--- config.mk ---
export PLATFORM = sky130hd
export DESIGN_NAME = calc_bypass
export DESIGN_NICKNAME = d
export VERILOG_FILES = /design/src/verilog/calc_pkg.sv /design/src/verilog/calc_bypass.sv
export SDC_FILE = /design/constraint.sdc
export NUM_CORES = 1
export LEC_CHECK = 0
export BUFFER_PORTS_ARGS = -buffer_cell sky130_fd_sc_hd__buf_2
export CAP_MARGIN = 40
export CORE_AREA = 2 2 183 185
export DETAILED_ROUTE_END_ITERATION = 10
export DIE_AREA = 0 0 185 187
export GPL_TIMING_DRIVEN = 0
export MAX_ROUTING_LAYER = met4
export PLACE_DENSITY_LB_ADDON = 0.1
export REMOVE_ABC_BUFFERS = 1
export SYNTH_ARGS = -nofsm -noshare
export SYNTH_HDL_FRONTEND = slang
export SYNTH_SLANG_ARGS = --single-unit
--- constraint.sdc ---
create_clock -name vclk -period 1.8
set_input_delay 0 -clock vclk [all_inputs]
set_output_delay 0 -clock vclk [all_outputs]
set_load 0.005 [all_outputs]
--- src/verilog/calc_pkg.sv ---
`default_nettype none

package calc_pkg;

  // Datapath and register file geometry
  localparam int dword_width_lp    = 64;
  localparam int reg_addr_width_lp = 5;
  localparam int instr_width_lp    = 32;
  localparam int opcode_width_lp   = 4;

  // Field widths left over once opcode and register indices are placed
  localparam int imm_width_lp       = instr_width_lp - opcode_width_lp - 2*reg_addr_width_lp;
  localparam int rtype_pad_width_lp = imm_width_lp - reg_addr_width_lp;

  // Completion pipe layout
  localparam int pipe_stage_els_lp = 5;
  localparam int int_comp_idx_lp   = 0;
  localparam int mul_comp_idx_lp   = 1;
  localparam int commit_point_lp   = 2;
  localparam int wb_point_lp       = 3;

  // Opcode encodings
  localparam logic [opcode_width_lp-1:0] op_add_lp  = 4'h0;
  localparam logic [opcode_width_lp-1:0] op_sub_lp  = 4'h1;
  localparam logic [opcode_width_lp-1:0] op_and_lp  = 4'h2;
  localparam logic [opcode_width_lp-1:0] op_or_lp   = 4'h3;
  localparam logic [opcode_width_lp-1:0] op_xor_lp  = 4'h4;
  localparam logic [opcode_width_lp-1:0] op_slt_lp  = 4'h5;
  localparam logic [opcode_width_lp-1:0] op_addi_lp = 4'h6;
  localparam logic [opcode_width_lp-1:0] op_mul_lp  = 4'h7;

  // Register-register format
  typedef struct packed
  {
    logic [opcode_width_lp-1:0]    opcode;
    logic [reg_addr_width_lp-1:0]  rd_addr;
    logic [reg_addr_width_lp-1:0]  rs1_addr;
    logic [reg_addr_width_lp-1:0]  rs2_addr;
    logic [rtype_pad_width_lp-1:0] pad;
  } calc_rtype_s;

  // Register-immediate format, imm is sign extended by the ALU
  typedef struct packed
  {
    logic [opcode_width_lp-1:0]   opcode;
    logic [reg_addr_width_lp-1:0] rd_addr;
    logic [reg_addr_width_lp-1:0] rs1_addr;
    logic [imm_width_lp-1:0]      imm;
  } calc_itype_s;

  typedef union packed
  {
    calc_rtype_s rtype;
    calc_itype_s itype;
  } calc_instr_u;

  // Every defined opcode writes rd
  function automatic logic op_defined(input logic [opcode_width_lp-1:0] op);
    return op inside {op_add_lp, op_sub_lp, op_and_lp, op_or_lp,
                      op_xor_lp, op_slt_lp, op_addi_lp, op_mul_lp};
  endfunction

endpackage

`default_nettype wire
--- src/verilog/calc_bypass.sv ---
`timescale 1ns/100ps
`default_nettype none

module calc_bypass
 #(parameter int fwd_els_p = 3)
 (input  logic [calc_pkg::reg_addr_width_lp-1:0]                rs1_addr_i
  , input  logic [calc_pkg::reg_addr_width_lp-1:0]              rs2_addr_i
  , input  logic [calc_pkg::dword_width_lp-1:0]                 rs1_i
  , input  logic [calc_pkg::dword_width_lp-1:0]                 rs2_i

  , input  logic [fwd_els_p:1]                                  fwd_rd_v_i
  , input  logic [fwd_els_p:1][calc_pkg::reg_addr_width_lp-1:0] fwd_rd_addr_i
  , input  logic [fwd_els_p:1][calc_pkg::dword_width_lp-1:0]    fwd_rd_i

  , output logic [calc_pkg::dword_width_lp-1:0]                 bypass_rs1_o
  , output logic [calc_pkg::dword_width_lp-1:0]                 bypass_rs2_o
  );

  // Walk from oldest to youngest so the youngest match is the last to win
  function automatic logic [calc_pkg::dword_width_lp-1:0] pick_operand
    (input logic [calc_pkg::reg_addr_width_lp-1:0] addr
     , input logic [calc_pkg::dword_width_lp-1:0]  rf_data
     );
    logic [calc_pkg::dword_width_lp-1:0] data;
    data = rf_data;
    for (int i = fwd_els_p; i >= 1; i--)
      begin
        if (fwd_rd_v_i[i] && (fwd_rd_addr_i[i] == addr) && (addr != '0))
          begin
            data = fwd_rd_i[i];
          end
      end
    return data;
  endfunction

  always_comb
    begin
      bypass_rs1_o = pick_operand(rs1_addr_i, rs1_i);
      bypass_rs2_o = pick_operand(rs2_addr_i, rs2_i);
    end

endmodule

`default_nettype wire

After elaboration in Yosys (flattened, before gate mapping)
Index checks and enable logic that the tools add are counted.
{"block": "classes", "muxes": 6, "reduce_logical": 14, "n_eq_ne": 6}
{"op": "2-to-1 mux 64 bit", "count": 6}
{"op": "equality test 5 bit", "count": 6}
{"op": "logical AND 1 bit", "count": 12}
{"op": "nonzero test 5 bit", "count": 2}
{"block": "totals", "register_bits": 0, "elab_cells": 26, "in_bits": 348, "output_inout_bits": 128}

Depth between registers and ports, before layout
{"block": "depth", "depth_word": 6, "depth_mapped": 8, "depth_no_buf": 5}

Worst setup path before layout
No wires, ideal clock.
{"block": "synth_path", "path_kind": "input -> output", "startpoint": "in rs1_addr_i[1] (netlist name)", "endpoint": "out bypass_rs1_o[15] (netlist name)", "cell_stages": 7, "path_buffers": 2, "required_ns": 1.800, "arrival_ns": 1.461, "setup_slack_ns": 0.339, "cell_sequence": "or2_0 o21a_1 or3_1 buf_4 buf_4 mux2i_1 a211oi_1"}
{"block": "synth_via", "elab_chain_cells": 6, "elab_cells_between_ends": 13, "classes_between": "3 x eq/ne; 3 x mux; 7 x reduce/logical"}
{"element": "start, declared", "line_no": "calc_bypass.sv:6", "source": "(input logic [calc_pkg::reg_addr_width_lp-1:0] rs1_addr_i"}
{"element": "equality test 5 bit", "line_no": "calc_bypass.sv:28", "source": "if (fwd_rd_v_i[i] && (fwd_rd_addr_i[i] == addr) && (addr != '0))"}
{"element": "logical AND 1 bit (2 in a row)", "line_no": "calc_bypass.sv:28"}
{"element": "2-to-1 mux 64 bit (2 in a row)", "line_no": "calc_bypass.sv:28"}
{"element": "2-to-1 mux 64 bit *", "line_no": "calc_bypass.sv:28"}
{"element": "end, declared", "line_no": "calc_bypass.sv:15", "source": ", output logic [calc_pkg::dword_width_lp-1:0] bypass_rs1_o"}
Mark *: on every way between the ends. The rest lies on a longest branch, timed or not.

Worst setup path after layout
{"block": "layout_path", "startpoint": "in fwd_rd_addr_i[11] (netlist name)", "endpoint": "out bypass_rs1_o[7] (netlist name)"}
{"block": "layout_via", "elab_chain_cells": 6}
{"element": "start, declared", "line_no": "calc_bypass.sv:12", "source": ", input logic [fwd_els_p:1][calc_pkg::reg_addr_width_lp-1:0] fwd_rd_addr_i"}
{"element": "equality test 5 bit", "line_no": "calc_bypass.sv:28"}
{"element": "logical AND 1 bit (2 in a row)", "line_no": "calc_bypass.sv:28"}
{"element": "2-to-1 mux 64 bit (3 in a row)", "line_no": "calc_bypass.sv:28"}
Every way passes these cells.

==> results.txt <==
The flow ran to the end, but the final reports show violations. The final reports fail on negative setup slack. The initial antenna violation count was 6.

The highest attainable clock frequency was 0.532 GHz; the per-cell routed wire length was 24.8 um. Placed wire-length estimate after detailed placement: 27400 um. The final critical-path share of the clock period is 1.04, and the area growth from synthesis to final layout is 123%. The count of nets left with antenna violations once routing finished came out at 0.

The per-instance average area after synthesis is 6.40 um2, and the worst setup margin is -0.0790 ns. For the global-route total usage across every layer, the log shows 0.216. For this run, the post-layout net count is 1551. The tools report the effective utilization at floorplan as 0.132.

The kind of critical path was in2out. Counting every instance in the synthesized netlist gives 679. The core footprint came out at 32900 um2. The worst hold path was traced through 4 stages.

The width of the chip was 185 um; the number of cell rows was 67. 476 I/O pins were placed. The die boundary height is 187 um, and the hold buffer count at cts is 0.

The logs give 0.294 for the final standard cell utilization of the core and -0.973 ns for the final-layout setup total negative slack. The cell area after synthesis is 4350 um2, and the total vias in the final route is 7822. The ratio of total power to cell area was 192 nW/um2; the max-cap check violation count was 0. Walking the worst path, the cells encountered are buf_8 -> or2_1 -> o21a_4 -> or3_4 -> buf_12 -> buf_16 -> mux2i_1 -> a211oi_2 -> buf_2. Worst hold margin: 0.302 ns. For the number of global-route vias before repair, the log shows 7964.

For the part of the Yosys area used for sequential elements, the log shows 0. Post-placement cell area: 7510 um2. For the worst setup path, the data required time is 1.80 ns. The run gives 0.720 as the worst-case headroom to the max-slew limit. Layout cell share with drive strength beyond 1: 0.651. In this run the worst hold path is classified as in2out.

The slowest stage of the critical path is the or3_4 cell. The clock buffer count in the final layout came out at 0. The worst setup path is captured at an output pin. For this run, the number of Yosys warnings is 0.

At the pin with the least slew margin, the transition time is 0.419 ns. The tools report the placer's final routability congestion estimate as 0.772. STA classifies the critical path startpoint as an input port. The maximum number of pins on one net before global-route repair was 33.

The number of slew-limit violations in the final report is 0, and the largest fanout on the critical path is 8. For this run the aggregate overflow at the end of global routing stands at 0. The run gives 4 as the length of the first detailed-routing pass in iterations. Final hold violation count: 0.

The run gives 53800 um as the wire length of the first global-routing pass. The area enclosed by the die boundary came out at 34600 um2. For the combined flip-flop and latch cell area, the log shows 0 um2.

The maximum ir drop on the vdd rail is 0.000119 V, and the violation count after the first detailed-routing iteration is 240. Summing all non-filler instances in the final layout gives an area of 9670 um2. In the routed layout, each cell is associated on average with a via count of 4.73.

The logs give 32 for the distinct cell type count of the synthesized netlist and 0 for the count of flip-flops and latches. The library cell used most frequently in the layout, excluding fill and tap cells, is buf_2. The final critical delay including setup and external delays was 1.88 ns. The top cell types in the final layout, fill and taps aside, are buf_2 (465), nor3_1 (88), mux2i_1 (68), nor2_1 (58), a211oi_2 (52). In this run the tool buffered the top-level ports with 476 buffer cells.

Setup violations remaining at the end of the flow were counted as 40. The analysis attributes to cell leakage a power of 4.62 nW. Timing analysis after detailed placement gives a worst setup slack of -0.830 ns.

Setup repair after global routing could not meet its margin everywhere. In the routed design, unresolved DRC markers number 0. In this design, the stage delay of the slowest critical-path cell is 0.40 ns. For the wire length reported by the detailed router, the log shows 41100 um. Data arrives at the worst endpoint at 1.88 ns.
-- Yosys cell counts, types with 9 or more instances --
library cell,n,area share
buf_4,9,0.016
nor2_1,101,0.087
clkbuf_1,29,0.025
a22oi_1,20,0.035
o21ai_1,28,0.032
nand2_1,39,0.034
and2_1,25,0.036
mux2i_1,78,0.18
xor2_1,13,0.026
o21ai_0,36,0.041
a221oi_2,9,0.031
a221oi_1,21,0.042
buf_2,28,0.032
xnor2_1,11,0.022
nor3_1,102,0.12
a211oi_2,16,0.046
a211oi_1,82,0.14
-- per-stage QoR --
step | total power [mW] | cells
4_1_cts | 1.72 | 1625
5_1_grt | 1.99 | 1655
6_report | 1.86 | 1655
3_5_place_dp | 1.46 | 1566
2_1_floorplan | 0.539 | 605
3_3_place_gp | 1.44 | 1529
-- cell type report --
| class | count | area, um2 |
|---|---|---|
| timing repair buffer | 592 | 4130 |
| tap | 448 | 561 |
| antenna | 6 | 15.0 |
| fill | 3754 | 23200 |
| multi-input combinational | 609 | 4960 |
-- per-layer routing --
metal | up-vias | track usage | routed length (um)
met1 | 3780 | 0.250 | 16500
met3 | 30 | 0.0350 | 2670
met4 | 0 | 0.0305 | 716
met2 | 344 | 0.395 | 21200
li1 | 3668 | - | -
met5 | - | - | 0
-- cells by family (layout without fill, tap and decap cells) --
family | Yosys count | count (layout) | share of synthesized area
AND/OR/NAND/NOR | 289 | 293 | 0.314
AO/OA/AOI/OAI | 214 | 214 | 0.373
other | 0 | 6 | 0
buffers and inverters | 74 | 592 | 0.0849
XOR/XNOR | 24 | 24 | 0.0484
multiplexers | 78 | 78 | 0.180
-- what timing repair did --
action,4_1_cts,5_1_grt
resized for setup,120,187
setup buffers,52,16
pin swaps,59,51
gates cloned,9,12
endpoints found under the setup margin,128,115
-- critical path, delay by kind of cell --
family / cells / cell delay [ns]
AOI/OAI and AO/OA: 2 / 0.50
buffers and inverters: 4 / 0.61
muxes: 1 / 0.13
and+or+nand+nor: 2 / 0.63
-- final timing paths --
| kind | from | endpoint |
|---|---|---|
| worst max-delay path | fwd_rd_addr_i[11] | bypass_rs1_o[7] |
| worst min-delay path | fwd_rd_i[9] | bypass_rs2_o[9] |
-- power breakdown --
group | total [mW] | internal [mW] | switching, mW
registers | 0 | 0 | 0
clock network | 0.000000446 | 0.000000446 | 0
logic | 1.86 | 0.947 | 0.911
(Power assumes the default switching activity.)
