File: src/verilog/calc_pkg.sv
`default_nettype none

package calc_pkg;

  // Datapath and register file geometry
  localparam int dword_width_lp    = 64;
  localparam int reg_addr_width_lp = 5;
  localparam int instr_width_lp    = 32;
  localparam int opcode_width_lp   = 4;

  // Field widths left over once opcode and register indices are placed
  localparam int imm_width_lp       = instr_width_lp - opcode_width_lp - 2*reg_addr_width_lp;
  localparam int rtype_pad_width_lp = imm_width_lp - reg_addr_width_lp;

  // Completion pipe layout
  localparam int pipe_stage_els_lp = 5;
  localparam int int_comp_idx_lp   = 0;
  localparam int mul_comp_idx_lp   = 1;
  localparam int commit_point_lp   = 2;
  localparam int wb_point_lp       = 3;

  // Opcode encodings
  localparam logic [opcode_width_lp-1:0] op_add_lp  = 4'h0;
  localparam logic [opcode_width_lp-1:0] op_sub_lp  = 4'h1;
  localparam logic [opcode_width_lp-1:0] op_and_lp  = 4'h2;
  localparam logic [opcode_width_lp-1:0] op_or_lp   = 4'h3;
  localparam logic [opcode_width_lp-1:0] op_xor_lp  = 4'h4;
  localparam logic [opcode_width_lp-1:0] op_slt_lp  = 4'h5;
  localparam logic [opcode_width_lp-1:0] op_addi_lp = 4'h6;
  localparam logic [opcode_width_lp-1:0] op_mul_lp  = 4'h7;

  // Register-register format
  typedef struct packed
  {
    logic [opcode_width_lp-1:0]    opcode;
    logic [reg_addr_width_lp-1:0]  rd_addr;
    logic [reg_addr_width_lp-1:0]  rs1_addr;
    logic [reg_addr_width_lp-1:0]  rs2_addr;
    logic [rtype_pad_width_lp-1:0] pad;
  } calc_rtype_s;

  // Register-immediate format, imm is sign extended by the ALU
  typedef struct packed
  {
    logic [opcode_width_lp-1:0]   opcode;
    logic [reg_addr_width_lp-1:0] rd_addr;
    logic [reg_addr_width_lp-1:0] rs1_addr;
    logic [imm_width_lp-1:0]      imm;
  } calc_itype_s;

  typedef union packed
  {
    calc_rtype_s rtype;
    calc_itype_s itype;
  } calc_instr_u;

  // Every defined opcode writes rd
  function automatic logic op_defined(input logic [opcode_width_lp-1:0] op);
    return op inside {op_add_lp, op_sub_lp, op_and_lp, op_or_lp,
                      op_xor_lp, op_slt_lp, op_addi_lp, op_mul_lp};
  endfunction

endpackage

`default_nettype wire
File: src/verilog/calc_completion.sv
`timescale 1ns/100ps
`default_nettype none

module calc_completion
 (input  logic                                  clk_i
  , input  logic                                reset_i

  , input  logic                                isd_v_i
  , input  logic                                isd_poison_i
  , input  logic                                flush_i
  , input  logic [calc_pkg::dword_width_lp-1:0] isd_pc_i
  , input  calc_pkg::calc_instr_u               isd_instr_i

  , input  logic [calc_pkg::dword_width_lp-1:0] int_data_i
  , input  logic [calc_pkg::dword_width_lp-1:0] mul_data_i

  , output logic [calc_pkg::wb_point_lp:1]      fwd_rd_v_o
  , output logic [calc_pkg::wb_point_lp:1][calc_pkg::reg_addr_width_lp-1:0] fwd_rd_addr_o
  , output logic [calc_pkg::wb_point_lp:1][calc_pkg::dword_width_lp-1:0]    fwd_rd_o

  , output logic                                 commit_v_o
  , output logic [calc_pkg::dword_width_lp-1:0]  commit_pc_o
  , output calc_pkg::calc_instr_u                commit_instr_o

  , output logic                                 wb_v_o
  , output logic [calc_pkg::reg_addr_width_lp-1:0] wb_rd_addr_o
  , output logic [calc_pkg::dword_width_lp-1:0]  wb_rd_data_o
  );

  localparam int els_lp = calc_pkg::pipe_stage_els_lp;

  logic [els_lp-1:0]                                stage_v_r;
  logic [els_lp-1:0][calc_pkg::dword_width_lp-1:0]  stage_pc_r;
  calc_pkg::calc_instr_u [els_lp-1:0]               stage_instr_r;
  logic [els_lp-1:0]                                stage_mul_r;
  logic [els_lp-1:0]                                stage_w_r;
  logic [els_lp-1:0]                                poison_r;
  logic [els_lp-1:0]                                poison_n;
  logic [els_lp-1:0][calc_pkg::dword_width_lp-1:0]  result_r;
  logic [els_lp-1:0][calc_pkg::dword_width_lp-1:0]  result_n;

  logic isd_mul;
  logic isd_w;
  logic int_sel;
  logic mul_sel;

  // Decode at issue, rd of zero never writes
  assign isd_mul = (isd_instr_i.rtype.opcode == calc_pkg::op_mul_lp);
  assign isd_w   = calc_pkg::op_defined(isd_instr_i.rtype.opcode)
                   & (isd_instr_i.rtype.rd_addr != '0);

  always_ff @(posedge clk_i)
    begin
      if (reset_i)
        begin
          stage_v_r <= '0;
          poison_r  <= '0;
        end
      else
        begin
          stage_v_r <= {stage_v_r[els_lp-2:0], isd_v_i};
          poison_r  <= poison_n;
        end
    end

  always_ff @(posedge clk_i)
    begin
      stage_pc_r    <= {stage_pc_r[els_lp-2:0], isd_pc_i};
      stage_instr_r <= {stage_instr_r[els_lp-2:0], isd_instr_i};
      stage_mul_r   <= {stage_mul_r[els_lp-2:0], isd_mul};
      stage_w_r     <= {stage_w_r[els_lp-2:0], isd_w};
      result_r      <= result_n;
    end

  // Flush reaches the issuing slot and stages 0 to 2, stage 3 drains untouched
  always_comb
    begin
      poison_n[0] = isd_poison_i | flush_i;
      for (int i = 1; i < els_lp; i++)
        begin
          poison_n[i] = poison_r[i-1] | (flush_i & (i <= calc_pkg::wb_point_lp));
        end
    end

  // Static latencies, each pipe lands its result in its own stage
  assign int_sel = stage_v_r[calc_pkg::int_comp_idx_lp] & ~stage_mul_r[calc_pkg::int_comp_idx_lp];
  assign mul_sel = stage_v_r[calc_pkg::mul_comp_idx_lp] & stage_mul_r[calc_pkg::mul_comp_idx_lp];

  always_comb
    begin
      result_n[0] = '0;
      for (int i = 1; i < els_lp; i++)
        begin
          result_n[i] = result_r[i-1];
        end
      if (int_sel)
        result_n[calc_pkg::int_comp_idx_lp+1] = int_data_i;
      if (mul_sel)
        result_n[calc_pkg::mul_comp_idx_lp+1] = mul_data_i;
    end

  // Forward slices look at what each stage is about to hold
  always_comb
    begin
      for (int i = 1; i <= calc_pkg::wb_point_lp; i++)
        begin
          fwd_rd_v_o[i]    = stage_v_r[i-1] & stage_w_r[i-1] & ~poison_r[i-1];
          fwd_rd_addr_o[i] = stage_instr_r[i-1].rtype.rd_addr;
          fwd_rd_o[i]      = result_n[i];
        end
    end

  assign commit_v_o     = stage_v_r[calc_pkg::commit_point_lp]
                          & ~poison_r[calc_pkg::commit_point_lp];
  assign commit_pc_o    = stage_pc_r[calc_pkg::commit_point_lp];
  assign commit_instr_o = stage_instr_r[calc_pkg::commit_point_lp];

  assign wb_v_o       = stage_v_r[calc_pkg::wb_point_lp] & stage_w_r[calc_pkg::wb_point_lp]
                        & ~poison_r[calc_pkg::wb_point_lp];
  assign wb_rd_addr_o = stage_instr_r[calc_pkg::wb_point_lp].rtype.rd_addr;
  assign wb_rd_data_o = result_r[calc_pkg::wb_point_lp];

  // Integer data only enters for an instruction word that is not a multiply
  mul_not_int_a : assert property (@(posedge clk_i) disable iff (reset_i)
    int_sel
    |-> (stage_instr_r[calc_pkg::int_comp_idx_lp].rtype.opcode != calc_pkg::op_mul_lp))
    else $error("calc_completion: multiply selected as integer result");

  wb_no_x0_a : assert property (@(posedge clk_i) disable iff (reset_i)
    wb_v_o |-> (wb_rd_addr_o != '0))
    else $error("calc_completion: writeback to register 0");

endmodule

`default_nettype wire

File: config.mk
export PLATFORM = sky130hd
export DESIGN_NAME = calc_completion
export DESIGN_NICKNAME = d
export VERILOG_FILES = /design/src/verilog/calc_pkg.sv /design/src/verilog/calc_completion.sv
export SDC_FILE = /design/constraint.sdc
export NUM_CORES = 1
export LEC_CHECK = 0
export ABC_AREA = 0
export BUFFER_PORTS_ARGS = -buffer_cell sky130_fd_sc_hd__buf_2
export CORE_AREA = 2 2 238 240
export DETAILED_ROUTE_END_ITERATION = 8
export DIE_AREA = 0 0 240 242
export GPL_ROUTABILITY_DRIVEN = 0
export GPL_TIMING_DRIVEN = 0
export PLACE_DENSITY = 0.46
export REMOVE_ABC_BUFFERS = 1
export SYNTH_ARGS = -nofsm -noshare
export SYNTH_HDL_FRONTEND = slang
export SYNTH_SLANG_ARGS = --single-unit
File: constraint.sdc
create_clock -name clk_i -period 2.2 [get_ports clk_i]
set_clock_uncertainty 0.15 [all_clocks]
set_input_delay 0.33 -clock clk_i [delete_from_list [all_inputs] [get_ports clk_i]]
set_output_delay 0.33 -clock clk_i [all_outputs]
set_load 0.005 [all_outputs]
After elaboration in Yosys (flattened, before gate mapping)
Index checks and enable logic that the tools add are counted.
Widths: inputs -> output; s select.
{"block": "op_classes", "n_mux": 2, "mul": 0, "div_mod_pow": 0, "add_sub_neg": 0, "bitwise": 21, "shift": 0, "n_lt_le_gt_ge": 0, "eq_ne": 7, "reduce_logical": 3}
{"op": "$mux 64", "count": 2}
{"op": "$eq 4x3->1 const B", "count": 4}
{"op": "$and 1x1->1", "count": 12}
{"op": "$eq 4x2->1 const B", "count": 2}
{"op": "$reduce_bool 8->1", "count": 1}
{"op": "$not 1->1", "count": 5}
{"op": "$reduce_bool 5->1", "count": 1}
{"op": "$eq 4x1->1 const B", "count": 1}
{"op": "$logic_not 4->1", "count": 1}
{"op": "$or 1x1->1", "count": 4}
{"block": "word_totals", "latch_bits": 0, "memories": 0, "in_bits": 229, "mem_bits_ro": 0, "elab_cells": 47, "mem_bits_rw": 0, "register_bits": 522}

Depth between registers and ports, before layout
{"block": "logic_depth", "depth_word": 3, "ltp_mapped": 4, "mapped_depth_nobuf": 2}

Worst setup path after synthesis
Ideal clock, no wire load.
{"block": "synth_path", "kind": "reg2out", "from": "reg stage_v_r[1]", "to": "out fwd_rd_o[100] (netlist bit)", "arrival_ns": 0.976, "setup_slack_ns": 0.744, "stages_incl_launch_ff": 4, "n_path_buf": 1, "path_cell_list": "dfxtp_1 -> nand2_4 -> clkbuf_8 -> mux2_2"}
{"item": "start, declared", "line_no": "calc_completion.sv:32", "rtl": "logic [els_lp-1:0] stage_v_r;"}
{"item": "start signal, assigned", "line_no": "calc_completion.sv:61", "rtl": "stage_v_r <= {stage_v_r[els_lp-2:0], isd_v_i};"}
{"item": "end, declared", "line_no": "calc_completion.sv:19", "rtl": ", output logic [calc_pkg::wb_point_lp:1][calc_pkg::dword_width_lp-1:0] fwd_rd_o"}

==> flow_summary.ini <==
[timing]
max-slew-margin-rel = 0.7791
finalHoldViolations = 0
fin_ws_ns = -0.1101
setup_viol = 67
slew_violations = 0
tns_ns = -4.400
clock.fmax_ghz = 0.4329
rsz0062_at_grt = yes
worstMarginPinSlew_ns = 0.3309
fin_crit_ns = 2.310
min_period_over_period = 1.050

[clock_tree]
cts.sinks = 499
cts_made_buffers = 51
cts.htree.levels = 2
cts_tree = yes
clk_path_buf_depth = 3
clk_latency_ns = 0.57
cts_root_buf = clkbuf_16
clkSlewWorstSetupHoldPaths_ns = 0.07

[yosys]
synth_flop_cell = dfxtp_1
yosysSeqAreaShare = 0.7566
avgSynthCellArea_um2 = 14.53
synth_top_area_frac = 0.7566
yosys.area.top_type = dfxtp_1
synth_edf_count = 0
netlist_area_um2 = 13200
ys_warn_count = 0
async_flop_share = 0
synthTopCellsByArea = dfxtp_1, buf_4, mux2_2
synth_cells = 909
ys_ff_latch = 499
ys_types = 16
ys_top_cells_by_count = dfxtp_1, buf_4, and2_1
synth_most_common_cell = dfxtp_1

[final_layout]
nets = 1846
finish.utilization = 0.3799
drive_gt1_frac = 0.5421
fillers = 5263
synthToLayoutAreaGrowth_pct = 60.34

[route]
wl_per_cell_um = 18.07
drc_errors = 0
antenna_left = 0
vias = 8530
dr.pass1.iters = 4
drt-total-wl_mm = 43.51
drt-initial-drc-count = 183
post_drt_via_cell_ratio = 3.542

[floorplanning]
coreArea_um2 = 55730
start_util = 0.2369
rows = 87
pin_count = 606
dieHeight_um = 242
die_x_um = 240
dieArea_um2 = 58080

[critical_path]
worstPathRequired_ns = 1.72
start_kind = flip-flop
criticalPathCategory = reg -> out
cp_data_arrival_time_ns = 1.83
critPathMaxFanout = 8
endpoint_kind = output pin

[min_path]
hold_class = reg -> reg

[flow_run]
maxCapViolations = 0

[pwr]
power.density_nw_per_um2 = 954.6
irDropWorstVdd_mv = 0.5913
p_leak_nw = 10.17

[placement]
place_hpwl_mm = 27.40
numPortBuffers = 605

[run_status]
failed_checks = negative setup slack
status = complete, but fails checks

[grt]
grt_max_degree = 17
grt.overflow.total = 0
antenna_found_initial = 7
grt_pass1_vias = 9314
track_usage = 0.1415
grt_pass1_wl_mm = 59.47
metrics by stage:
stage / hold slack [ns] / std cells / area (um^2) / power (W) / setup slack, ns
3_5_place_dp: 0.1621 / 2014 / 15260 / 0.01060 / -0.1272
3_3_place_gp: 0.1597 / 2013 / 15240 / 0.01058 / -1.837
6_report: 0.1671 / 2408 / 21170 / 0.02021 / -0.1101
2_1_floorplan: 0.1596 / 652 / 11260 / 0.009945 / -0.2420
5_1_grt: 0.1723 / 2407 / 21170 / 0.02100 / -0.1822
4_1_cts: 0.1654 / 2384 / 20880 / 0.02044 / -0.1749
cell families after synthesis:
family / synth area share
buffers and inverters: 0.1471
muxes: 0.05600
DFF: 0.7566
and+or+nand+nor: 0.03999
AOI/OAI and AO/OA: 0.0003787
area by class of cell:
cell class	instances	area (um^2)	area share
Timing Repair Buffer	906	6755	0.3191
Clock inverter	26	407.9	0.01927
Sequential cell	499	10000	0.4723
Multi-Input combinational cell	159	1677	0.07919
Antenna cell	1	2.502	0.0001182
Clock buffer	61	1384	0.06536
Tap cell	756	945.9	0.04468
cells in the final DEF (no fill, tap or decap):
cell / instances
buf_2: 507
dfxtp_1: 495
dlygate4sd3_1: 231
buf_6: 99
and2_4: 60
clkbuf_16: 51
buf_4: 51
mux2_4: 41
mux2_2: 23
nor2_1: 11
buf_12: 10
bufinv_16: 9
clkinv_2: 7
clkbuf_8: 7
buf_16: 7
nand2_8: 5
and2_1: 5
nor2b_1: 5
clkinv_4: 4
clkbuf_1: 3
nand2_1: 2
clkinv_8: 2
clkinvlp_4: 2
nand2_4: 2
dfxtp_2: 2
dfxtp_4: 2
diode_2: 1
nor2b_4: 1
and4b_1: 1
nor3_1: 1
a21oi_1: 1
and3b_1: 1
inv_6: 1
inv_8: 1
buf_8: 1
power by group:
group	internal, W	switching, W
logic	0.000917	0.000537
registers	0.00949	0.000138
clock network	0.00555	0.00358
total	0.0160	0.00426
per-layer routing:
metal  GRT usage  part of all wire  vias to the layer above
met5           0           0.00062                        -
met1      0.1561              0.39                     3926
li1            -                 -                     4037
met4     0.06010             0.047                        4
met2      0.2468              0.48                      447
met3     0.04717             0.082                      116
worst paths after layout:
| kind | endpoint | cells past startpoint | from | slack, ns |
|---|---|---|---|---|
| max | fwd_rd_o[117] | 5 | stage_mul_r[1] | -0.11 |
| min | stage_instr_r[46] | 0 | stage_instr_r[14] | 0.17 |
| max reg2reg | fwd_rd_o[156] | 5 | stage_mul_r[1] | 0.68 |
| min reg2reg | stage_instr_r[46] | 0 | stage_instr_r[14] | 0.17 |
critical path, cell delays in order, from the launching register on:
cell and delay [ns]:
dfxtp_4 0.40, buf_12 0.15, buf_12 0.12, nand2_8 0.12
mux2_4 0.33, buf_6 0.12
what timing repair did:
item,in CTS,in global routing
cloned,13,1
hold endpoints to repair,234,0
buffers inserted,39,24
pin swaps,43,40
gates resized for setup,194,27
hold buffers,231,0
endpoints found under the setup margin,123,124
flip-flops by register name (all words and copies together), names as in the netlist:
| name | flops |
|---|---|
| wb_rd_data_o | 64 |
| stage_instr_r | 54 |
| fwd_rd_addr_o | 10 |
| stage_v_r | 4 |
| stage_w_r | 4 |
| commit_pc_o | 64 |
| poison_r | 4 |
| wb_rd_addr_o | 5 |
| result_r | 64 |
| fwd_rd_o | 64 |
| stage_pc_r | 128 |
| commit_instr_o | 32 |
| stage_mul_r | 2 |
Power figures use the tool's default switching activity.
